### src/rv_isa_pkg.sv
`default_nettype none

package rv_isa_pkg;

    // major opcodes for control transfers
    localparam logic [6:0] OPC_BRANCH = 7'b1100011;
    localparam logic [6:0] OPC_JAL    = 7'b1101111;
    localparam logic [6:0] OPC_JALR   = 7'b1100111;

    localparam logic [4:0] REG_RA = 5'd1; // x1, link register

    typedef struct packed {
        logic       imm12;
        logic [5:0] imm10_5;
        logic [4:0] rs2;
        logic [4:0] rs1;     // same bits as jalr rs1
        logic [2:0] funct3;
        logic [3:0] imm4_1;
        logic       imm11;
        logic [6:0] opcode;
    } b_fmt_t;

    typedef struct packed {
        logic       imm20;
        logic [9:0] imm10_1;
        logic       imm11;
        logic [7:0] imm19_12;
        logic [4:0] rd;
        logic [6:0] opcode;
    } j_fmt_t;

    typedef union packed {
        b_fmt_t b_fmt;
        j_fmt_t j_fmt;
    } rv_inst_u;

endpackage

`default_nettype wire

### src/bpu_pkg.sv
`default_nettype none

package bpu_pkg;

    localparam int XLEN     = 32;
    localparam int HIST_LEN = 16; // global history bits
    localparam int TAG_W    = 10; // tagged table tag
    localparam int SP_W     = 4;  // ras pointer snapshot

    typedef logic [1:0] ctr_t; // msb set means taken

    localparam ctr_t CTR_STRONG_NT = 2'b00;
    localparam ctr_t CTR_WEAK_NT   = 2'b01;
    localparam ctr_t CTR_WEAK_T    = 2'b10;
    localparam ctr_t CTR_STRONG_T  = 2'b11;

    typedef enum logic [1:0] {
        PROV_BASE  = 2'd0,
        PROV_SHORT = 2'd1,
        PROV_LONG  = 2'd2
    } provider_e;

    typedef enum logic [1:0] {
        KIND_NONE   = 2'd0,
        KIND_BRANCH = 2'd1,
        KIND_JAL    = 2'd2,
        KIND_JALR   = 2'd3
    } ctrl_kind_e;

    typedef struct packed {
        logic                valid;
        logic [XLEN-1:0]     pc;
        rv_isa_pkg::rv_inst_u inst;
    } fetch_t;

    typedef struct packed {
        logic                is_ctrl;
        ctrl_kind_e          kind;
        logic                is_ret;
        logic                taken;
        logic [XLEN-1:0]     next_pc;
        provider_e           provider;
        logic [HIST_LEN-1:0] hist_snap;
        logic [SP_W-1:0]     ras_sp_snap;
    } pred_t;

    typedef struct packed {
        logic                valid;
        logic [XLEN-1:0]     pc;
        ctrl_kind_e          kind;
        logic                is_ret;
        logic                taken;
        logic                mispredict;
        logic [XLEN-1:0]     target;
        provider_e           provider;
        logic [HIST_LEN-1:0] hist_snap;
        logic [SP_W-1:0]     ras_sp_snap;
    } resolve_t;

    typedef struct packed {
        logic            valid;
        logic [XLEN-1:0] addr; // return address from decode
    } push_t;

    typedef struct packed {
        ctrl_kind_e      kind;
        logic            is_ret;
        logic [XLEN-1:0] direct_target;
    } predecode_t;

    // saturating step toward the outcome
    function automatic ctr_t ctr_step(input ctr_t c, input logic up);
        if (up) begin
            return (c == CTR_STRONG_T) ? c : c + 2'd1;
        end else begin
            return (c == CTR_STRONG_NT) ? c : c - 2'd1;
        end
    endfunction

endpackage

`default_nettype wire

### src/bpu_ras.sv
`timescale 1ns/1ps
`default_nettype none

module bpu_ras #(
    parameter int unsigned RAS_DEPTH = 8
) (
    input  logic                      clk,
    input  logic                      rst,
    input  bpu_pkg::push_t            push_i,
    input  bpu_pkg::resolve_t         resolve_i,
    output logic                      top_valid_o,
    output logic [bpu_pkg::XLEN-1:0]  top_o,
    output logic [bpu_pkg::SP_W-1:0]  sp_o
);
    import bpu_pkg::*;

    localparam int IDX_W = (RAS_DEPTH > 1) ? $clog2(RAS_DEPTH) : 1;

    logic [XLEN-1:0] stack_q [RAS_DEPTH];
    logic [SP_W-1:0] sp_q;       // next free slot
    logic [SP_W-1:0] sp_restored;
    logic [SP_W-1:0] sp_popped;
    logic            pop_en;
    logic            push_en;

    // restore, then pop, then push
    always_comb begin
        sp_restored = (resolve_i.valid && resolve_i.mispredict) ?
                      resolve_i.ras_sp_snap : sp_q;
        pop_en      = resolve_i.valid && resolve_i.is_ret && resolve_i.taken &&
                      (sp_restored != '0);
        sp_popped   = pop_en ? sp_restored - 1'b1 : sp_restored;
        push_en     = push_i.valid && (sp_popped < SP_W'(RAS_DEPTH)); // full drops
    end

    always_ff @(posedge clk) begin
        if (push_en) begin
            stack_q[IDX_W'(sp_popped)] <= push_i.addr;
        end
    end

    always_ff @(posedge clk or posedge rst) begin
        if (rst) begin
            sp_q <= '0;
        end else begin
            sp_q <= push_en ? sp_popped + 1'b1 : sp_popped;
        end
    end

    assign top_valid_o = (sp_q != '0);
    assign top_o       = stack_q[IDX_W'(sp_q - 1'b1)]; // junk when empty, gated by valid
    assign sp_o        = sp_q;

    // a bad snapshot from execute would show up here first
    a_sp_range: assert property (@(posedge clk) disable iff (rst)
        sp_q <= SP_W'(RAS_DEPTH));

endmodule

`default_nettype wire

### config.mk
export PLATFORM = sky130hd
export DESIGN_NAME = bpu_ras
export DESIGN_NICKNAME = d
export VERILOG_FILES = /design/src/rv_isa_pkg.sv /design/src/bpu_pkg.sv /design/src/bpu_ras.sv
export SDC_FILE = /design/constraint.sdc
export NUM_CORES = 1
export LEC_CHECK = 0
export BUFFER_PORTS_ARGS = -buffer_cell sky130_fd_sc_hd__buf_4
export CAP_MARGIN = 20
export CORE_AREA = 2 2 115 162
export DETAILED_ROUTE_END_ITERATION = 8
export DIE_AREA = 0 0 117 164
export HOLD_SLACK_MARGIN = 0.08
export PLACE_DENSITY_LB_ADDON = 0.05
export SLEW_MARGIN = 20
export SYNTH_ARGS = -nofsm -noshare
export SYNTH_HDL_FRONTEND = slang
export SYNTH_SLANG_ARGS = --single-unit
export TNS_END_PERCENT = 5
### constraint.sdc
create_clock -name clk -period 11.17 [get_ports clk]
set_input_delay 2.234 -clock clk [delete_from_list [all_inputs] [get_ports clk]]
set_output_delay 2.234 -clock clk [all_outputs]
set_load 0.03 [all_outputs]
# Yosys cells after proc, flatten, opt, wreduce, memory -nomap -nowiden
# Memory sizes are Yosys's and may differ from the RTL's.
# Index checks and enable logic that the tools add are counted.
[op_classes] add_sub_neg=3 order_cmp=1 mux=5 n_reduce_logical=7
[op_table] op="$mux 4" n=3
[op_table] op="$reduce_bool 4->1" n=2
[op_table] op="$logic_and 1x1->1" n=5
[op_table] op="$add 4x1->4 const B" n=1
[op_table] op="$lt 4x4->1 const B" n=1
[op_table] op="$sub 4x1->4 const B" n=1
[op_table] op="$sub 3x1->3 const B" n=1
[op_table] op="$mux 1" n=2
[word_totals] reg_bits=4 ram_bits=256 inputBits=127 elab_cells=18 n_memories=1
[memory_table] name="stack_q" words=8 word_bits=32 read_ports=1 rd_clocked_by_memory_dff=0 wr=1 line_no="bpu_ras.sv:19" text="logic [XLEN-1:0] stack_q [RAS_DEPTH];"

# Logic depth before layout (Yosys ltp)
[logic_depth] depth_word=9 ltp_mapped=7 mapped_depth_nobuf=5

# Least setup slack after synthesis
# No wires, ideal clock.
[synth_timing] path_kind="input port to flip-flop" startpoint="in resolve_i[91] in the netlist's numbering" endpoint="mem stack_q[5][0], enable pin" arrival_time_ns=6.500 path_slack_ns=4.157 path_stages=6 n_path_buf=1 path_cell_list="and2_1 > buf_2 > o21ai_1 > o21ai_0 > nand2_1 > nor4b_1"
[synth_via] elab_chain_len=9 elab_cells_between_ends=12
[synth_rtl] element="start, declared" line_no="bpu_ras.sv:10" text="input bpu_pkg::resolve_t resolve_i,"
[synth_rtl] element="parallel branches: the longest is 4 deep, another holds $sub 4x1->4"
[synth_rtl] element="$mux 4 *" line_no="bpu_ras.sv:32" text="sp_popped = pop_en ? sp_restored - 1'b1 : sp_restored;"
[synth_rtl] element="$lt 4x4->1" line_no="bpu_ras.sv:33" text="push_en = push_i.valid && (sp_popped < SP_W'(RAS_DEPTH));"
[synth_rtl] element="$logic_and 1x1->1" line_no="bpu_ras.sv:33"
[synth_rtl] element="$mux 1" line_no="bpu_ras.sv:37" text="if (push_en) begin"
[synth_rtl] element="$mux 1 (not written as such)" line_no="bpu_ras.sv:38" text="stack_q[IDX_W'(sp_popped)] <= push_i.addr;"
[synth_rtl] element="end, declared" line_no="bpu_ras.sv:19"
# Every way passes the cells marked *.

# Worst setup path after layout
[layout_timing] startpoint="reg sp_q[0], in the netlist sp_o[0]" endpoint="out top_o[27] in the netlist's numbering"
[layout_via] elab_chain_len=2
[layout_rtl] element="start, declared" line_no="bpu_ras.sv:20" text="logic [SP_W-1:0] sp_q;"
[layout_rtl] element="start signal, assigned" line_no="bpu_ras.sv:46" text="sp_q <= push_en ? sp_popped + 1'b1 : sp_popped;"
[layout_rtl] element="$sub 3x1->3" line_no="bpu_ras.sv:51" text="assign top_o = stack_q[IDX_W'(sp_q - 1'b1)];"
[layout_rtl] element="$mem_v2 8x32"
[layout_rtl] element="end, declared" line_no="bpu_ras.sv:12" text="output logic [bpu_pkg::XLEN-1:0] top_o,"
# Every way passes these cells.

==> flow_summary.yaml <==
cts:
  cts_sinks: 260
  cts_tree: "built"
  cts_root_buf: "clkbuf_16"
  clk_latency_ps: 500
  cts_max_level: 1
  cts_buffer_depth: 3
  ctsHoldBuffers: 0
  post-cts-setup-buffers: 0
  cts_resized: 0
  path_clk_slew_ps: 60
  numCtsBuffers: 24
setup_path:
  r2r-start: "sp_o[0]$_DFF_PP0_"
  critPathLaunchType: "register"
  r2r_end: "stack_q[7][18]$_DFFE_PP_"
  startpoint: "sp_o[0]$_DFF_PP0_"
  arrival_ps: 3530
  reg2reg_depth: 6
  required_ps: 8940
  crit_path_max_fanout: 64
  end_kind: "output pin"
  crit_type: "register to output pin"
  reg2reg_slack_ps: 7930
floorplan:
  die_y_um: 164
  core_area_um2: 17780
  initial_core_util_pct: 56.73
  boundaryPins: 164
  fp.dieW_um: 117
  die-area_um2: 19190
  rows: 58
placed_design:
  dpl.cell_count: 745
  dp_worst_setup_slack_ps: 5852
  dpl.hpwl_mm: 9.585
  gp_congestion: 0.8233
  numPortBuffers: 79
routing:
  first_pass_iters: 4
  drtAntennaViolNets: 0
  drcViolationCount: 0
  dr_total_vias: 4572
  first_iter_violations: 325
  routedWlPerCell_um: 22.64
  vias_per_cell: 5.795
  finalWirelength_mm: 17.87
final_layout:
  drive_above_1_share_pct: 42.08
  fillCellCount: 1175
  nets: 660
  antenna_cells: 0
  syn_to_final_growth_pct: 17.01
  fin_cells: 789
status:
  outcome: "complete, no violations"
synth:
  syn_area_per_cell_um2: 23.19
  syn_inst: 435
  synth_warnings: 0
  ys_seq_elements: 260
  netlist.area_leader.share_pct: 76.21
  synth.area.top_cells: "edfxtp_1 (76%), mux4_2 (14%), mux2_2 (3.6%), dfrtp_1 (0.99%), mux2i_1 (0.60%)"
  synth.most_common_cell: "edfxtp_1"
  yosysUniqueCellTypes: 35
  yosys.area.top_type: "edfxtp_1"
  synth_area_um2: 10090
  synth.net_count: 564
  synth-async-reset-ratio_pct: 1.538
  synth_flop_cell: "edfxtp_1"
  netlist_top_cells_count: "edfxtp_1 (256), mux4_2 (64), mux2_2 (32)"
  seq_area_frac_synth_pct: 77.20
  synth_edf_count: 256
global_route:
  antenna_found_initial: 0
  grt_max_degree: 65
  grt_pass1_vias: 4966
  grt-ovfl-total: 0
  grt_pass1_wl_mm: 27.01
  grt_util_all_layers_pct: 19.10
sta:
  holdWs_ps: 764.3
  timing.final.hold_violations: 0
  timing.fmax_mhz: 173.4
  slew_violations: 0
  finClkSkew_ps: 10.06
  rsz0062_at_grt: "no"
  setup_tns_ps: 0
  period_needed_ps: 5767
  tightest_slew_ps: 1002
  relSlewSlack_pct: 33.23
  layout_setup_ws_ps: 5403
  setup_viol: 0
  fin_crit_sh_pct: 51.63
flow_run:
  maxCapViolCount: 0
hold_path:
  hold_end: "sp_o[3]$_DFF_PP0_"
  holdPathStages: 2
  hp-class: "register to register"
  min_from: "sp_o[3]$_DFF_PP0_"
power_and_ir_drop:
  irDropWorstVdd_v: 0.0002374
  p_per_area_nw_per_um2: 272.8
  p_leak_nw: 3.840
==> logic make-up (layout without fill, tap and decap cells) <==
| kind of cell | count (synthesis) | in the layout | share of synthesized area, % |
|---|---|---|---|
| DFF | 260 | 260 | 77.20 |
| muxes | 104 | 104 | 18.68 |
| and+or+nand+nor | 30 | 30 | 1.625 |
| buffers and inverters | 22 | 136 | 0.9179 |
| AOI/OAI and AO/OA | 13 | 13 | 0.9800 |
| xor gates and xnor gates | 4 | 4 | 0.3474 |
| adders and majority gates | 2 | 2 | 0.2480 |
==> worst max-delay path, stage by stage, from the launching register on <==
cell,delay [ps]
dfrtp_4,840
inv_1,230
ha_4,930
mux4_2,420
mux2_2,310
buf_4,180
==> stage by stage <==
step / area, µm² / util [%] / total power, mW
after floorplan: 10090 / - / 2.090
after global placement: 11070 / 62.24 / 2.496
after detailed placement: 11070 / 62.24 / 2.508
after CTS: 11800 / 66.38 / 3.263
after global routing: 11800 / 66.38 / 3.356
final: 11800 / 66.38 / 3.220
==> registers in the layout, summed over array words and instances, names as in the netlist <==
name,cells
stack_q,256
sp_o,4
==> area by class of cell <==
cell class	count	area [µm²]	area share (%)
Clock buffer	30	644.4	5.460
Clock inverter	14	91.34	0.7739
Inverter	3	11.26	0.09541
Multi-Input combinational cell	153	2296	19.45
Sequential cell	260	7791	66.01
Tap cell	240	300.3	2.544
Timing Repair Buffer	89	668.1	5.661
==> power breakdown <==
part | leakage, nW | total [mW] | switching (mW) | internal, mW
Sequential | 2.35 | 1.16 | 0.0454 | 1.11
Combinational | 1.13 | 1.31 | 0.701 | 0.608
Clock | 0.355 | 0.756 | 0.325 | 0.431
==> worst max-delay path by stage <==
stage,endpoint
after floorplan,stack_q[5][0]$_DFFE_PP_
after global placement,top_o[27]
after detailed placement,top_o[27]
after CTS,top_o[27]
after global routing,top_o[27]
final,top_o[27]
==> routing by layer <==
| layer | track usage (%) | vias to the layer above | wire, µm |
|---|---|---|---|
| li1 | - | 2030 | - |
| met1 | 25.38 | 2419 | 7457 |
| met2 | 33.63 | 109 | 9541 |
| met3 | 3.063 | 14 | 713 |
| met4 | 3.904 | 0 | 154 |
| met5 | 0 | - | 0 |
==> cell usage in the layout (no fill, tap or decap), types with 2 or more instances in the layout <==
| cell | n |
|---|---|
| inv_1 | 3 |
| mux2_1 | 2 |
| edfxtp_1 | 256 |
| mux4_2 | 64 |
| and2_1 | 2 |
| mux2_2 | 32 |
| clkbuf_16 | 25 |
| mux2i_1 | 6 |
| nor2_4 | 4 |
| o21ai_0 | 3 |
| nand2_1 | 5 |
| o21ai_1 | 2 |
| clkinv_2 | 4 |
| clkbuf_1 | 5 |
| clkinvlp_4 | 2 |
| nor2_1 | 4 |
| buf_4 | 89 |
| dfrtp_1 | 3 |
| o2bb2ai_1 | 2 |
| nand3_1 | 4 |
| xnor2_1 | 3 |
| nor2b_4 | 2 |
| clkinv_1 | 7 |
No activity file was read; power rests on OpenSTA's default activity.
