===== config.mk =====
export PLATFORM = sky130hd
export DESIGN_NAME = bpu_predecode
export DESIGN_NICKNAME = d
export VERILOG_FILES = /design/src/rv_isa_pkg.sv /design/src/bpu_pkg.sv /design/src/bpu_predecode.sv
export SDC_FILE = /design/constraint.sdc
export NUM_CORES = 1
export LEC_CHECK = 0
export ABC_AREA = 1
export BUFFER_PORTS_ARGS = -buffer_cell sky130_fd_sc_hd__buf_2
export CAP_MARGIN = 5
export CORE_ASPECT_RATIO = 0.75
export CORE_UTILIZATION = 35
export DETAILED_ROUTE_END_ITERATION = 7
export PLACE_DENSITY = 0.71
export SETUP_SLACK_MARGIN = 0.15
export SLEW_MARGIN = 20
export SYNTH_ARGS = -nofsm -noshare
export SYNTH_HDL_FRONTEND = slang
export SYNTH_SLANG_ARGS = --single-unit

===== constraint.sdc =====
create_clock -name vclk -period 2.8
set_input_delay 0 -clock vclk [all_inputs]
set_output_delay 0 -clock vclk [all_outputs]
set_load 0.05 [all_outputs]

===== src/rv_isa_pkg.sv =====
`default_nettype none

package rv_isa_pkg;

    // major opcodes for control transfers
    localparam logic [6:0] OPC_BRANCH = 7'b1100011;
    localparam logic [6:0] OPC_JAL    = 7'b1101111;
    localparam logic [6:0] OPC_JALR   = 7'b1100111;

    localparam logic [4:0] REG_RA = 5'd1; // x1, link register

    typedef struct packed {
        logic       imm12;
        logic [5:0] imm10_5;
        logic [4:0] rs2;
        logic [4:0] rs1;     // same bits as jalr rs1
        logic [2:0] funct3;
        logic [3:0] imm4_1;
        logic       imm11;
        logic [6:0] opcode;
    } b_fmt_t;

    typedef struct packed {
        logic       imm20;
        logic [9:0] imm10_1;
        logic       imm11;
        logic [7:0] imm19_12;
        logic [4:0] rd;
        logic [6:0] opcode;
    } j_fmt_t;

    typedef union packed {
        b_fmt_t b_fmt;
        j_fmt_t j_fmt;
    } rv_inst_u;

endpackage

`default_nettype wire


===== src/bpu_pkg.sv =====
`default_nettype none

package bpu_pkg;

    localparam int XLEN     = 32;
    localparam int HIST_LEN = 16; // global history bits
    localparam int TAG_W    = 10; // tagged table tag
    localparam int SP_W     = 4;  // ras pointer snapshot

    typedef logic [1:0] ctr_t; // msb set means taken

    localparam ctr_t CTR_STRONG_NT = 2'b00;
    localparam ctr_t CTR_WEAK_NT   = 2'b01;
    localparam ctr_t CTR_WEAK_T    = 2'b10;
    localparam ctr_t CTR_STRONG_T  = 2'b11;

    typedef enum logic [1:0] {
        PROV_BASE  = 2'd0,
        PROV_SHORT = 2'd1,
        PROV_LONG  = 2'd2
    } provider_e;

    typedef enum logic [1:0] {
        KIND_NONE   = 2'd0,
        KIND_BRANCH = 2'd1,
        KIND_JAL    = 2'd2,
        KIND_JALR   = 2'd3
    } ctrl_kind_e;

    typedef struct packed {
        logic                valid;
        logic [XLEN-1:0]     pc;
        rv_isa_pkg::rv_inst_u inst;
    } fetch_t;

    typedef struct packed {
        logic                is_ctrl;
        ctrl_kind_e          kind;
        logic                is_ret;
        logic                taken;
        logic [XLEN-1:0]     next_pc;
        provider_e           provider;
        logic [HIST_LEN-1:0] hist_snap;
        logic [SP_W-1:0]     ras_sp_snap;
    } pred_t;

    typedef struct packed {
        logic                valid;
        logic [XLEN-1:0]     pc;
        ctrl_kind_e          kind;
        logic                is_ret;
        logic                taken;
        logic                mispredict;
        logic [XLEN-1:0]     target;
        provider_e           provider;
        logic [HIST_LEN-1:0] hist_snap;
        logic [SP_W-1:0]     ras_sp_snap;
    } resolve_t;

    typedef struct packed {
        logic            valid;
        logic [XLEN-1:0] addr; // return address from decode
    } push_t;

    typedef struct packed {
        ctrl_kind_e      kind;
        logic            is_ret;
        logic [XLEN-1:0] direct_target;
    } predecode_t;

    // saturating step toward the outcome
    function automatic ctr_t ctr_step(input ctr_t c, input logic up);
        if (up) begin
            return (c == CTR_STRONG_T) ? c : c + 2'd1;
        end else begin
            return (c == CTR_STRONG_NT) ? c : c - 2'd1;
        end
    endfunction

endpackage

`default_nettype wire


===== src/bpu_predecode.sv =====
`timescale 1ns/1ps
`default_nettype none

module bpu_predecode (
    input  bpu_pkg::fetch_t     fetch_i,
    output bpu_pkg::predecode_t dec_o
);
    import rv_isa_pkg::*;
    import bpu_pkg::*;

    rv_inst_u        inst;
    logic [XLEN-1:0] b_imm;
    logic [XLEN-1:0] j_imm;

    assign inst = fetch_i.inst;

    // same word, two immediate layouts
    assign b_imm = {{19{inst.b_fmt.imm12}}, inst.b_fmt.imm12, inst.b_fmt.imm11,
                    inst.b_fmt.imm10_5, inst.b_fmt.imm4_1, 1'b0};
    assign j_imm = {{11{inst.j_fmt.imm20}}, inst.j_fmt.imm20, inst.j_fmt.imm19_12,
                    inst.j_fmt.imm11, inst.j_fmt.imm10_1, 1'b0};

    always_comb begin
        dec_o = '0;
        if (fetch_i.valid) begin
            case (inst.b_fmt.opcode)
                OPC_BRANCH: begin
                    dec_o.kind          = KIND_BRANCH;
                    dec_o.direct_target = fetch_i.pc + b_imm;
                end
                OPC_JAL: begin
                    dec_o.kind          = KIND_JAL;
                    dec_o.direct_target = fetch_i.pc + j_imm;
                end
                OPC_JALR: begin
                    dec_o.kind   = KIND_JALR;
                    dec_o.is_ret = (inst.b_fmt.rs1 == REG_RA); // jalr through ra
                end
                default: dec_o.kind = KIND_NONE;
            endcase
        end
    end

endmodule

`default_nettype wire


## Word-level counts from Yosys, hierarchy flattened

Index checks and enable logic that the tools add are counted.

- Add/subtract/negate cells: 2
- Eq/ne operators: 4
- Multiplexer cells: 4

Operators with widths:

| kind | number |
|---|---|
| adder 32 bit | 2 |
| one-hot mux 32 bit (2 select lines) | 1 |
| two-way mux 35 bit | 1 |
| == test 7 bit (second input constant) | 3 |
| one-hot mux 2 bit (3 select lines) | 1 |
| == test 5 x 1 -> 1 bit (second input constant) | 1 |
| two-way mux 1 bit | 1 |

- Input bits: 65
- Flip-flop bits (word level): 0
- Logic and storage cells: 10

## Longest topological paths before layout

Gate-level depths: netlist (run 1).

- Depth after elaboration: 3
- Depth in mapped cells: 19
- Mapped depth without buffers: 18

## Worst setup path after synthesis (run 1)

OpenSTA, ideal clock, no wires.

- Path type: in2out
- Start: in fetch_i[1] in the netlist's numbering
- End: out dec_o[23] in the netlist's numbering
- Buffers on the path: 1
- Slack: 0.044 ns
- Data arrival time: 2.756 ns
- Cell stages on the path: 18
- Cell sequence: nand2_1 > inv_1 > nand4_4 > buf_2 > mux2_2 > ha_1 > fa_1 > nand3_1 > nand3_2 > nand2_1 > nand2_1 > nand2_1 > nand2_1 > nand2_1 > nand2_1 > nand2_1 > inv_1 > nor2_1

RTL lines:

| item | line | text |
|---|---|---|
| start: declaration | bpu_predecode.sv:5 | `input bpu_pkg::fetch_t fetch_i,` |
| end: declaration | bpu_predecode.sv:6 | `output bpu_pkg::predecode_t dec_o` |

==> run_results.csv, run 1 <==
group,metric,value,unit
outcome,outcome,"finished clean",
floorplanning,coreArea,7330,um2
synth,syn_avg_cell_area,4.87,um2
route,drc,0,
final_layout,diodes,0,
synth,ys_warn_count,0,
synth,ys_seq_area_frac,0,
place,portBuffers,100,
sta,period_share,0.885,
final_layout,multi_input_area,2270,um2
route,vias,3568,
floorplanning,dieArea,7950,um2
global_routing,grt_use_total,0.211,
synth,syn_area,2660,um2
floorplanning,initial_utilization,0.363,
floorplanning,boundaryPins,100,
worst_setup_path,path_class,"in2out",
synth,netlist_instances,546,
sta,tns,0,ps
worst_setup_path,crit_arrival,2480,ps
final_layout,final_util,0.461,
global_routing,grt_pass1_wl,13900,um
min_path,whs_endpoint,"dec_o[0]",
final_layout,seq_cells,0,
floorplanning,rows,27,
sta,fmax,404,MHz
global_routing,grt_pass1_vias,3271,
sta,tightestPinTransition,428,ps
final_layout,num-nets-final,747,
sta,hold_viol_final,0,
route,avgViaCountPerCell,4.78,
route,met3_length,586,um
worst_setup_path,cp_max_fo,6,
clock_tree,postCtsSetupRepairBufs,0,
min_path,whs_path_depth,4,
power,p_per_area,162,nW/um2
power,peakVddDrop,0.0684,mV
final_layout,nClkBuffers,0,
worst_setup_path,endpoint_kind,"primary output",
sta,slew_violations,0,
run,maxCapViolations,0,
route,routedWlPerCell,11.2,um
global_routing,antenna_found_initial,0,
final_layout,nFillCells,813,
place,place.gp.congestion,0.971,
sta,rsz0062_at_grt,"yes",
sta,finalCriticalPeriod,2480,ps
route,firstDrtPassIters,5,
floorplanning,die_h,77.5,um
sta,finalSetupViolations,0,
min_path,min_path_type,"in2out",
worst_setup_path,cp_data_required_time,2800,ps
final_layout,ff_latch_area,0,um2
worst_setup_path,critPathLaunchType,"input port",
global_routing,overflow,0,
route,routed_wl,8340,um
floorplanning,dieWidth,103,um
sta,max_slew_margin,0.714,
route,wl_met2,3680,um
route,wl_met1,3980,um
place,dpl.hpwl,7270,um
synth,synth_fp_nets,646,
synth,yosys.cell_types.count,33,
final_layout,drive_gt1_frac,0.212,
min_path,min_from,"fetch_i[32]",
final_layout,synthToLayoutAreaGrowth,27.2,%
power,power_leakage,2.17,nW
route,ant_nets,0,
route,first_iter_violations,190,
route,routed.top_layer,"met4",
global_routing,grt_max_degree,15,
logic make-up after synthesis:
group           after synthesis  synth area share
mux                           5            0.0212
xor+xnor                      4            0.0132
fa+ha+maj                    35             0.168
buf+inv                     118             0.171
simple gates                328             0.511
compound gates               56             0.116
repair_timing:
action	CTS	global route
endpoints found under the setup margin	0	19
hold buffers	0	0
resized for setup	0	40
layer usage:
metal | global-route usage | vias to the layer above
met5 | 0 | -
met4 | 0.0286 | 0
met3 | 0.0144 | 8
met2 | 0.358 | 145
met1 | 0.295 | 1544
li1 | - | 1871
cell usage in the layout (no fill, tap or decap), types with 7 or more instances in the layout:
master / count
nand2_1: 205
inv_1: 114
buf_2: 89
nor2_1: 65
a21oi_1: 31
ha_1: 29
nand3_1: 24
o21ai_0: 10
buf_4: 8
o21ai_1: 7
worst max path at each step:
| stage | start | to | slack, ps |
|---|---|---|---|
| final | fetch_i[1] | dec_o[25] | 320 |
| after detailed placement | fetch_i[1] | dec_o[23] | 190 |
| after floorplan | fetch_i[1] | dec_o[29] | 160 |
| after CTS | fetch_i[1] | dec_o[23] | 170 |
| after global routing | fetch_i[1] | dec_o[16] | 140 |
| after global placement | fetch_i[1] | dec_o[23] | 270 |
cells in the mapped netlist (all sizes together) (4+ instances only):
master | number | area [um2]
nand4 | 4 | 40.0
a21oi | 34 | 185
nand2 | 211 | 795
mux2 | 5 | 56.3
nand3b | 4 | 30.0
nor3 | 5 | 30.0
nor2 | 74 | 288
inv | 115 | 432
nand3 | 25 | 130
ha | 34 | 425
xnor2 | 4 | 35.0
o21ai | 17 | 85.1
power breakdown:
| group | internal (mW) | total [mW] | switching (mW) |
|---|---|---|---|
| Sequential | 0 | 0 | 0 |
| Clock | 0 | 0 | 0 |
| Combinational | 0.197 | 0.546 | 0.349 |
cell type report:
class,instances,area share
Multi-Input combinational cell,428,0.672
Timing Repair Buffer,102,0.163
Tap cell,101,0.0374
Inverter,115,0.128
worst max-delay path, stage by stage:
cell and delay (ps):
buf_2 90, nand2_1 100, inv_1 80, nand4_4 140, mux2_2 350, ha_1 230
fa_2 400, nand3_1 120, nand3_2 110, nand2_1 90, nand3_1 140, nand2_1 120
nand3_1 90, nand2_1 70, inv_1 50, nor2_2 100, buf_4 200
stage by stage:
stage	area [um2]	hold slack [ps]	cells	total power, mW	setup slack [ps]
6_report	3380	368	746	0.546	323
5_1_grt	3380	388	746	0.618	138
4_1_cts	3290	373	746	0.520	171
3_5_place_dp	3290	371	746	0.517	190
3_3_place_gp	3290	367	746	0.506	266
2_1_floorplan	2670	215	546	0.368	161
Power figures use the tool's default switching activity.
==> inputs of run 2 (changes only) <==
Settings changed: CORE_UTILIZATION 35 to 40, PLACE_DENSITY 0.71 to 0.67.
==> run 2 against run 1 <==
Against the previous run: critical path depth did not move; wire length down 3.3%; total power decreased by 1.3%; first-iteration DRC count up 36%; global-route usage up 2.7 points; via count shrank 2.0%; die area is 12% lower; critical path type unchanged.
==> run_results.csv, run 2 (synthesis gave the netlist of run 1 again) <==
group,metric,value,unit
global_routing,grt_pass1_vias,3019,
sta,tns,0,ps
floorplanning,rows,25,
floorplanning,initial_utilization,0.419,
sta,period_share,0.883,
global_routing,grt_use_met1,0.369,
sta,finalSetupViolations,0,
power,total_power,539,uW
worst_setup_path,startpoint,"fetch_i[1]",
final_layout,nFillCells,699,
place,dpl.hpwl,7090,um
outcome,outcome,"finished clean",
power,peakVddDrop,0.0735,mV
floorplanning,dieWidth,96.1,um
min_path,min_from,"fetch_i[32]",
floorplanning,dieArea,6980,um2
clock_tree,postCtsHoldBufs,0,
route,drc,0,
floorplanning,coreArea,6350,um2
power,power_leakage,2.18,nW
final_layout,num-nets-final,748,
final_layout,final_common_cell,"nand2_1",
sta,rsz0062_at_grt,"yes",
place,placed_cell_area,3270,um2
route,first_iter_violations,259,
global_routing,overflow,0,
place,portBuffers,100,
final_layout,synthToLayoutAreaGrowth,25.7,%
route,ant_nets,0,
final_layout,diodes,0,
final_layout,seq_cells,0,
sta,hold_viol_final,0,
floorplanning,die_h,72.6,um
global_routing,antenna_found_initial,0,
global_routing,grt_pass1_wl,13300,um
final_layout,ff_latch_area,0,um2
sta,fmax,404,MHz
clock_tree,cts_resized,0,
route,routed_wl,8070,um
power,p_per_area,161,nW/um2
final_layout,final_util,0.526,
worst_setup_path,cp_data_required_time,2800,ps
final_layout,mostFrequentLayoutCells,"208 x nand2_1, 114 x inv_1, 90 x buf_2",
final_layout,drive_gt1_frac,0.209,
worst_setup_path,path_class,"in2out",
global_routing,use_met2,0.383,
floorplanning,boundaryPins,100,
final_layout,nClkBuffers,0,
final_layout,multi_input_area,2250,um2
run,maxCapViolations,0,
sta,slew_violations,0,
global_routing,grt_busiest_layer,"met2",
place,place.gp.congestion,0.902,
final_layout,final_area,3340,um2
sta,tightestPinTransition,290,ps
min_path,min_path_type,"in2out",
worst_setup_path,critPathLaunchType,"input port",
global_routing,grt_max_degree,19,
global_routing,grt_use_total,0.238,
worst_setup_path,cp_max_fo,6,
route,routedWlPerCell,11.1,um
route,firstDrtPassIters,5,
worst_setup_path,crit_arrival,2470,ps
route,avgViaCountPerCell,4.81,
sta,max_slew_margin,0.804,
sta,finalCriticalPeriod,2470,ps
route,vias,3495,
global_routing,use_met3,0.00208,
worst_setup_path,endpoint_kind,"primary output",
clock_tree,postCtsSetupRepairBufs,0,
-- run 2: cell types whose count changed in the layout (fill, tap and decap cells not counted), moves of 2 or more --
cell / previous run / this run
buf_4: 8 / 5
clkbuf_4: 3 / 6
ha_1: 29 / 31
nand2_1: 205 / 208
nand2_2: 6 / 3
nor2_2: 6 / 8
-- run 2: cell type report --
cell class,count,share of cell area
repair buffers,103,0.166
well taps,81,0.0303
inverters,115,0.129
multi-input cells,428,0.674
-- run 2: final timing paths --
path | to | depth (start not counted)
max | dec_o[25] | 17
min | dec_o[0] | 4
-- run 2: critical path, stage by stage --
cell	delay, ps
buf_2	90
nand2_1	100
inv_1	80
nand4_4	140
mux2_2	350
ha_1	220
fa_2	370
nand3_1	120
nand3_2	110
nand2_1	90
nand3_1	140
nand2_1	130
nand3_1	90
nand2_1	60
inv_1	50
nor2_2	80
buf_2	260
-- run 2: power by group --
part / leakage, nW / total [mW] / switching [mW] / internal [mW]
clock network: 0 / 0 / 0 / 0
logic: 2.18 / 0.539 / 0.345 / 0.195
registers: 0 / 0 / 0 / 0
total: 2.18 / 0.539 / 0.345 / 0.195
-- run 2: metrics by stage --
stage | setup WS, ps | cells | hold slack, ps
finish | 327 | 727 | 369
global route | 130 | 727 | 430
CTS | 244 | 727 | 369
detailed placement | 249 | 727 | 369
global placement | 299 | 727 | 361
floorplan | 161 | 546 | 215
-- run 2: routing by layer --
metal	vias up	part of all wire
li1	1877	-
met2	129	0.42
met4	0	0.0052
met1	1483	0.50
met3	6	0.074
met5	-	0
