$ cat src/rv_isa_pkg.sv
`default_nettype none

package rv_isa_pkg;

    // major opcodes for control transfers
    localparam logic [6:0] OPC_BRANCH = 7'b1100011;
    localparam logic [6:0] OPC_JAL    = 7'b1101111;
    localparam logic [6:0] OPC_JALR   = 7'b1100111;

    localparam logic [4:0] REG_RA = 5'd1; // x1, link register

    typedef struct packed {
        logic       imm12;
        logic [5:0] imm10_5;
        logic [4:0] rs2;
        logic [4:0] rs1;     // same bits as jalr rs1
        logic [2:0] funct3;
        logic [3:0] imm4_1;
        logic       imm11;
        logic [6:0] opcode;
    } b_fmt_t;

    typedef struct packed {
        logic       imm20;
        logic [9:0] imm10_1;
        logic       imm11;
        logic [7:0] imm19_12;
        logic [4:0] rd;
        logic [6:0] opcode;
    } j_fmt_t;

    typedef union packed {
        b_fmt_t b_fmt;
        j_fmt_t j_fmt;
    } rv_inst_u;

endpackage

`default_nettype wire

$ cat src/bpu_pkg.sv
`default_nettype none

package bpu_pkg;

    localparam int XLEN     = 32;
    localparam int HIST_LEN = 16; // global history bits
    localparam int TAG_W    = 10; // tagged table tag
    localparam int SP_W     = 4;  // ras pointer snapshot

    typedef logic [1:0] ctr_t; // msb set means taken

    localparam ctr_t CTR_STRONG_NT = 2'b00;
    localparam ctr_t CTR_WEAK_NT   = 2'b01;
    localparam ctr_t CTR_WEAK_T    = 2'b10;
    localparam ctr_t CTR_STRONG_T  = 2'b11;

    typedef enum logic [1:0] {
        PROV_BASE  = 2'd0,
        PROV_SHORT = 2'd1,
        PROV_LONG  = 2'd2
    } provider_e;

    typedef enum logic [1:0] {
        KIND_NONE   = 2'd0,
        KIND_BRANCH = 2'd1,
        KIND_JAL    = 2'd2,
        KIND_JALR   = 2'd3
    } ctrl_kind_e;

    typedef struct packed {
        logic                valid;
        logic [XLEN-1:0]     pc;
        rv_isa_pkg::rv_inst_u inst;
    } fetch_t;

    typedef struct packed {
        logic                is_ctrl;
        ctrl_kind_e          kind;
        logic                is_ret;
        logic                taken;
        logic [XLEN-1:0]     next_pc;
        provider_e           provider;
        logic [HIST_LEN-1:0] hist_snap;
        logic [SP_W-1:0]     ras_sp_snap;
    } pred_t;

    typedef struct packed {
        logic                valid;
        logic [XLEN-1:0]     pc;
        ctrl_kind_e          kind;
        logic                is_ret;
        logic                taken;
        logic                mispredict;
        logic [XLEN-1:0]     target;
        provider_e           provider;
        logic [HIST_LEN-1:0] hist_snap;
        logic [SP_W-1:0]     ras_sp_snap;
    } resolve_t;

    typedef struct packed {
        logic            valid;
        logic [XLEN-1:0] addr; // return address from decode
    } push_t;

    typedef struct packed {
        ctrl_kind_e      kind;
        logic            is_ret;
        logic [XLEN-1:0] direct_target;
    } predecode_t;

    // saturating step toward the outcome
    function automatic ctr_t ctr_step(input ctr_t c, input logic up);
        if (up) begin
            return (c == CTR_STRONG_T) ? c : c + 2'd1;
        end else begin
            return (c == CTR_STRONG_NT) ? c : c - 2'd1;
        end
    endfunction

endpackage

`default_nettype wire

$ cat src/bpu_target_select.sv
`timescale 1ns/1ps
`default_nettype none

module bpu_target_select (
    input  bpu_pkg::predecode_t           dec_i,
    input  logic [bpu_pkg::XLEN-1:0]      fetch_pc_i,
    input  logic                          dir_taken_i,
    input  bpu_pkg::provider_e            provider_i,
    input  logic [bpu_pkg::HIST_LEN-1:0]  history_i,
    input  logic                          btb_hit_i,
    input  logic [bpu_pkg::XLEN-1:0]      btb_target_i,
    input  logic                          ras_valid_i,
    input  logic [bpu_pkg::XLEN-1:0]      ras_top_i,
    input  logic [bpu_pkg::SP_W-1:0]      ras_sp_i,
    output bpu_pkg::pred_t                pred_o
);
    import bpu_pkg::*;

    logic [XLEN-1:0] seq_pc;
    logic            taken;

    assign seq_pc = fetch_pc_i + 32'd4;

    always_comb begin
        case (dec_i.kind)
            KIND_BRANCH: taken = dir_taken_i;
            KIND_JAL:    taken = 1'b1;
            KIND_JALR:   taken = dec_i.is_ret || btb_hit_i; // indirect needs a btb entry
            default:     taken = 1'b0;
        endcase
    end

    always_comb begin
        pred_o             = '0;
        pred_o.is_ctrl     = (dec_i.kind != KIND_NONE);
        pred_o.kind        = dec_i.kind;
        pred_o.is_ret      = dec_i.is_ret;
        pred_o.taken       = taken;
        pred_o.provider    = provider_i;
        pred_o.hist_snap   = history_i;
        pred_o.ras_sp_snap = ras_sp_i;
        if (dec_i.is_ret) begin
            pred_o.next_pc = ras_valid_i ? ras_top_i :
                             btb_hit_i   ? btb_target_i : seq_pc;
        end else if (taken) begin
            pred_o.next_pc = btb_hit_i ? btb_target_i : dec_i.direct_target;
        end else begin
            pred_o.next_pc = seq_pc;
        end
    end

endmodule

`default_nettype wire

$ cat config.mk
export PLATFORM = sky130hd
export DESIGN_NAME = bpu_target_select
export DESIGN_NICKNAME = d
export VERILOG_FILES = /design/src/rv_isa_pkg.sv /design/src/bpu_pkg.sv /design/src/bpu_target_select.sv
export SDC_FILE = /design/constraint.sdc
export NUM_CORES = 1
export LEC_CHECK = 0
export BUFFER_PORTS_ARGS = -buffer_cell sky130_fd_sc_hd__buf_2
export CORE_AREA = 2 2 84 86
export DETAILED_ROUTE_END_ITERATION = 7
export DIE_AREA = 0 0 86 88
export PLACE_DENSITY = 0.8
export REMOVE_ABC_BUFFERS = 1
export SLEW_MARGIN = 15
export SYNTH_ARGS = -nofsm -noshare
export SYNTH_HDL_FRONTEND = slang
export SYNTH_SLANG_ARGS = --single-unit
$ cat constraint.sdc
create_clock -name vclk -period 4.5
set_clock_uncertainty 0.2 [all_clocks]
set_input_delay 0 -clock vclk [all_inputs]
set_output_delay 0 -clock vclk [all_outputs]
set_load 0.01 [all_outputs]
* Word-level counts from Yosys, hierarchy flattened *
Cells that the tools add are included.

word-level totals
  register bits after elaboration = 0
  bits in latches = 0
  bits in writable memories = 0
  ROM bits = 0
  output and inout port bits = 59
  logic and storage cells = 12
  memories = 0

cells by class
  add/subtract/negate cells = 1
  $mul = 0
  div/mod/pow operators = 0
  order comparisons = 0
  equality and inequality tests = 3
  shifts and indexed selects = 0
  mux-type cells = 6
  bitwise logic cells = 0
  reductions and logical operators = 2

operators by type and width
  kind                   number
  $mux 32                5
  $add 32x3->32 const B  1
  $eq 2x2->1 const B     2
  $pmux 1 s3             1
  $eq 2x1->1 const B     1
  $reduce_bool 2->1      1
  $logic_or 1x1->1       1

* Logic depth before layout (Yosys ltp) *
Gate-level depths: netlist of run 1.

  depth in word-level cells = 4
  depth in mapped cells = 8
  depth with buffers taken out = 6

* Least setup slack after synthesis of run 1 *
OpenSTA, ideal clock, no wires.

  kind = input to output
  from = input port fetch_pc_i[11] in the netlist's numbering
  to = output port pred_o[53] in the netlist's numbering
  data arrival time = 1.512 ns
  required time = 4.300 ns
  setup slack = 2.788 ns
  stages = 6
  buffers on the path = 1
  cell sequence = nand4_2 or4_4 buf_6 nor4_4 nor3_1 o32ai_1

RTL lines
  element          line                     source
  start, declared  bpu_target_select.sv:6   input logic [bpu_pkg::XLEN-1:0] fetch_pc_i,
  end, declared    bpu_target_select.sv:15  output bpu_pkg::pred_t pred_o

==> results by group, run 1 <==
Run status
  • Status: complete, no violations

Worst setup path
  • CP required: 4300 ps
  • WS Path Type: in2out
  • Setup crit end kind: output port
  • WP data arrival: 2100 ps
  • Worst Setup Start Kind: input port
  • CP Max Fanout: 67

Die
  • Initial Util: 0.378
  • Die Footprint: 7570 um^2
  • Die W: 86 um
  • Cell Rows: 30
  • Die H: 88 um
  • IO Count: 215
  • Core area: 6640 um^2

STA
  • Worst Max-Slew Pin Slew: 776 ps
  • Slew HR: 0.483
  • Setup TNS: 0 ps
  • Min Tclk post-route: 2300 ps
  • Final Slew Violations: 0
  • Crit share post-route: 0.511
  • Setup violators final: 0
  • FMAX: 0.435 GHz
  • Slack of the critical path: 2200 ps
  • RSZ-0062 raised after global routing: false
  • Final hold violation count: 0

Cells and area
  • Share of cells above drive strength 1: 0.352
  • Layout Cells excl Fill: 630
  • FFs & Latches: 0
  • FF+latch area: 0 um^2
  • Final nets: 707
  • P&R area growth vs syn: 35.1%
  • Utilization after layout: 0.511
  • Fill cells: 688
  • Fin area: 3390 um^2
  • Clkbuf count: 0

Pwr
  • Logic pwr share: 1.000
  • Psw: 0.192 mW
  • Switching share of power: 0.555
  • Max VDD drop: 0.0000625 V
  • Pwr dens: 102 nW/um^2
  • Clock power frac: 0
  • LEAKAGE: 1.61 nW
  • Sequential fraction of design power: 0
  • Internal power: 0.154 mW

Route
  • Avg WL per Cell: 16.9 um
  • DR pass1 iterations: 5
  • Detail Route Antenna Nets: 0
  • Total Wirelength: 10.6 mm
  • Routed vias: 3587
  • Post-route DRC: 0
  • DR iter-0 viols: 199
  • DR vias/cell: 5.69

Synthesis
  • Dominant cells by area after synthesis: o21ai_0 10%, mux2i_1 10%, buf_4 8.1%
  • Synth top area share: 0.102
  • Synth warnings: 0
  • Cell variety after synth: 52
  • Post-Syn Area: 2510 um^2
  • Most common cell in the synthesized netlist: o21ai_0
  • Syn Area/Cell: 6.15 um^2
  • Synth cell count leaders: 51 x o21ai_0, 47 x nand2_1, 36 x nor2_1
  • Post-Synthesis Cells: 408
  • Largest area contributor in the synthesized netlist: o21ai_0
  • Register area share after synthesis: 0

Flow run
  • Max_cap viols: 0

Placement
  • Port bufs: 171
  • Place WS: 2220 ps
  • Detailed Place HPWL: 7.93 mm
  • GP Congestion: 0.886
  • Placed cell count: 606
  • Placed instance area: 3170 um^2

Global route
  • First-pass GRT wire length: 15.9 mm
  • Initial antenna violation count: 0
  • Remaining Overflow, GRT: 0
  • GRT Overall Usage: 0.261
  • Vias in the first global route: 3110
  • Largest net degree at the start of global routing: 74

Clocking
  • Cts repair resizes: 0

Worst hold path
  • Hold Crit Class: in2out
## worst paths after layout
| check | cells past startpoint | start | slack [ps] | end |
|---|---|---|---|---|
| worst min-delay path | 2 | dec_i[34] | 60 | pred_o[57] |
| worst max-delay path | 7 | btb_hit_i | 2200 | pred_o[46] |
## critical path: stages
cell	delay [ps]
buf_2	120
buf_4	620
nand2_1	520
o221a_2	400
a22oi_1	170
o21ai_0	100
buf_2	140
## metrics by stage
| stage | hold slack [ps] | total power, mW |
|---|---|---|
| 6_report | 62.3 | 0.346 |
| 2_1_floorplan | -200 | 0.155 |
| 3_5_place_dp | -200 | 0.316 |
| 3_3_place_gp | -200 | 0.310 |
| 5_1_grt | 83.4 | 0.377 |
| 4_1_cts | 63.4 | 0.342 |
## metal layers
metal | GRT usage | part of all wire
met5 | 0 | 0
met4 | 0.0346 | 0.013
met3 | 0.0330 | 0.077
met2 | 0.427 | 0.47
met1 | 0.374 | 0.44
## layout make-up
type | instances | area (um^2) | area share
Tap cell | 80 | 100 | 0.0295
Multi-Input combinational cell | 333 | 2120 | 0.624
Timing Repair Buffer | 196 | 1100 | 0.324
Antenna cell | 2 | 5.00 | 0.00147
Inverter | 19 | 71.3 | 0.0210
## power by group through the flow
stage,registers (mW),logic (mW),clock network (mW)
2_1_floorplan,0,0.155,0
3_3_place_gp,0,0.310,0
3_5_place_dp,0,0.316,0
4_1_cts,0,0.342,0
5_1_grt,0,0.377,0
6_report,0,0.346,0.0000000596
## cell families after synthesis
family / count (synthesis) / synth area share
simple gates: 139 / 0.286
xor+xnor: 25 / 0.0872
fa+ha+maj: 1 / 0.00498
mux: 26 / 0.104
buf+inv: 75 / 0.156
compound gates: 142 / 0.361
## what timing repair did
action | in CTS | in global routing
setup buffers | 0 | 0
hold buffers | 22 | 0
endpoints found under the hold margin | 22 | 0
## cell usage in the layout (no fill, tap or decap), types with 3 or more instances in the layout
cell type	netlist	layout
buf_2	2	171
o21ai_0	51	51
nand2_1	47	47
nor2_1	36	36
mux2i_1	25	25
a21oi_1	22	22
dlygate4sd3_1	0	22
xnor2_1	18	18
inv_1	17	17
nor3_1	11	11
a211oi_1	10	10
a22oi_1	10	10
nand3_1	9	9
o211ai_1	9	9
o221ai_1	8	8
xor2_1	7	7
nand4_1	5	5
o21ai_1	5	5
o221a_2	5	5
o31ai_1	5	5
nor4_4	4	4
nand2b_1	4	4
or2_2	4	4
nor4_1	4	4
nor2b_1	3	3
o22ai_1	3	3
a21o_1	3	3
buf_4	27	3
Note: power is estimated with default switching activity, not from simulation.
==> run 2: changes to the inputs <==
==> constraint.sdc (replaced) <==
create_clock -name vclk -period 2.3
set_clock_uncertainty 0.2 [all_clocks]
set_input_delay 0 -clock vclk [all_inputs]
set_output_delay 0 -clock vclk [all_outputs]
set_load 0.01 [all_outputs]
==> results by group, run 2 (synthesized netlist as in run 1, its figures left out) <==
Pwr
  • LEAKAGE: 1.66 nW (+2.6%)
  • Tot Pwr: 0.692 mW (+100%)
  • Max VDD drop: 0.000104 V (+66%)
  • Pwr dens: 200 nW/um^2 (+96%)

Run status
  • Status: complete, no violations

Route
  • Detail Route Antenna Nets: 0 (unchanged)
  • DR pass1 iterations: 5 (unchanged)
  • Routed vias: 3691 (+2.9%)
  • Total Wirelength: 10.9 mm (+2.5%)
  • Avg WL per Cell: 17.2 um (+1.7%)
  • Post-route DRC: 0 (unchanged)
  • DR iter-0 viols: 158 (-21%)
  • DR vias/cell: 5.81 (+2.1%)

Placement
  • Port bufs: 171 (unchanged)
  • GP Congestion: 0.888 (+0.27%)
  • Detailed Place HPWL: 8.20 mm (+3.4%)
  • Placed instance area: 3250 um^2 (+2.4%)

Cells and area
  • Final nets: 714 (+0.99%)
  • Commonest non-fill, non-tap cell in the layout: buf_2
  • FFs & Latches: 0 (unchanged)
  • Commonest non-fill, non-tap cells in the layout: 171 x buf_2, 51 x o21ai_0, 47 x nand2_1
  • Share of cells above drive strength 1: 0.360 (+0.00817)
  • P&R area growth vs syn: 38.0%
  • Utilization after layout: 0.522 (+0.0109)
  • ANT cells: 0 (-2)
  • Clkbuf count: 0 (unchanged)
  • FF+latch area: 0 um^2 (unchanged)
  • Fin area: 3470 um^2 (+2.1%)

Worst setup path
  • WS Path Type: in2out
  • CP Max Fanout: 12 (-82%)
  • Worst Setup Start Kind: input port
  • Setup crit end kind: output port
  • CP required: 2100 ps (-2200 ps)
  • WP data arrival: 1950 ps (-150 ps)

STA
  • Hold_ws: 68.0 ps (+5.70 ps)
  • Setup violators final: 0 (unchanged)
  • Final Slew Violations: 0 (unchanged)
  • Worst Max-Slew Pin Slew: 638 ps (-138 ps)
  • FMAX: 0.466 GHz
  • Setup TNS: 0 ps (unchanged)
  • Final hold violation count: 0 (unchanged)
  • Slew HR: 0.571 (+0.0882)
  • RSZ-0062 raised after global routing: false
  • Crit share post-route: 0.934
  • Min Tclk post-route: 2150 ps

Global route
  • Largest net degree at the start of global routing: 74 (unchanged)
  • Remaining Overflow, GRT: 0 (unchanged)
  • Initial antenna violation count: 1 (+1)
  • First-pass GRT wire length: 16.8 mm (+5.8%)
  • Vias in the first global route: 3327 (+7.0%)
  • GRT Overall Usage: 0.274 (+0.0131)

Die
  • Core area: 6640 um^2 (unchanged)
  • IO Count: 215 (unchanged)
  • Die H: 88 um (unchanged)
  • Die W: 86 um (unchanged)
  • Die Footprint: 7570 um^2 (unchanged)
  • Initial Util: 0.378 (unchanged)
  • Cell Rows: 30 (unchanged)

Worst hold path
  • Hold Crit Class: in2out

Flow run
  • Max_cap viols: 0 (unchanged)

Clocking
  • Cts repair resizes: 0 (unchanged)
==> run 2: timing repair <==
action,in CTS,in global routing
setup buffers,0,0
hold buffers,22,0
hold endpoints to repair,22,0
==> run 2: cell type report <==
class                           instances  area [um^2]
Inverter                               19         71.3
Tap cell                               80          100
Fill cell                             658         3180
Timing Repair Buffer                  203         1180
Multi-Input combinational cell        333         2120
==> run 2: path summary, 6_finish.rpt <==
check	start	end	slack, ps	cells past startpoint
setup / recovery	fetch_pc_i[11]	pred_o[47]	150	7
hold / removal	dec_i[33]	pred_o[56]	70	2
==> run 2: worst max-delay path: stages <==
cell and delay, ps:
buf_2 130, nand4_2 190, or4_4 680, nor4_1 370, xor2_1 110, a221o_1 320
buf_2 140
==> run 2: power by group <==
part	internal [mW]	total (mW)	switching [mW]	leakage [nW]
clock network	0	0	0	0
registers	0	0	0	0
logic	0.312	0.692	0.380	1.66
total	0.312	0.692	0.380	1.66
==> run 2: per-stage QoR <==
stage,worst slack [ps],std cells
2_1_floorplan,531,352
3_3_place_gp,170,613
3_5_place_dp,169,613
4_1_cts,158,635
5_1_grt,49.3,635
6_report,152,635
==> run 2: routing by layer <==
| layer | share of wire | global-route usage | wire length (um) | vias up |
|---|---|---|---|---|
| met5 | 0 | 0 | 0 | - |
| met4 | 0.014 | 0.0260 | 157 | 0 |
| met3 | 0.076 | 0.0320 | 833 | 23 |
| met2 | 0.48 | 0.469 | 5190 | 201 |
| met1 | 0.43 | 0.382 | 4720 | 1698 |
| li1 | - | - | - | 1769 |
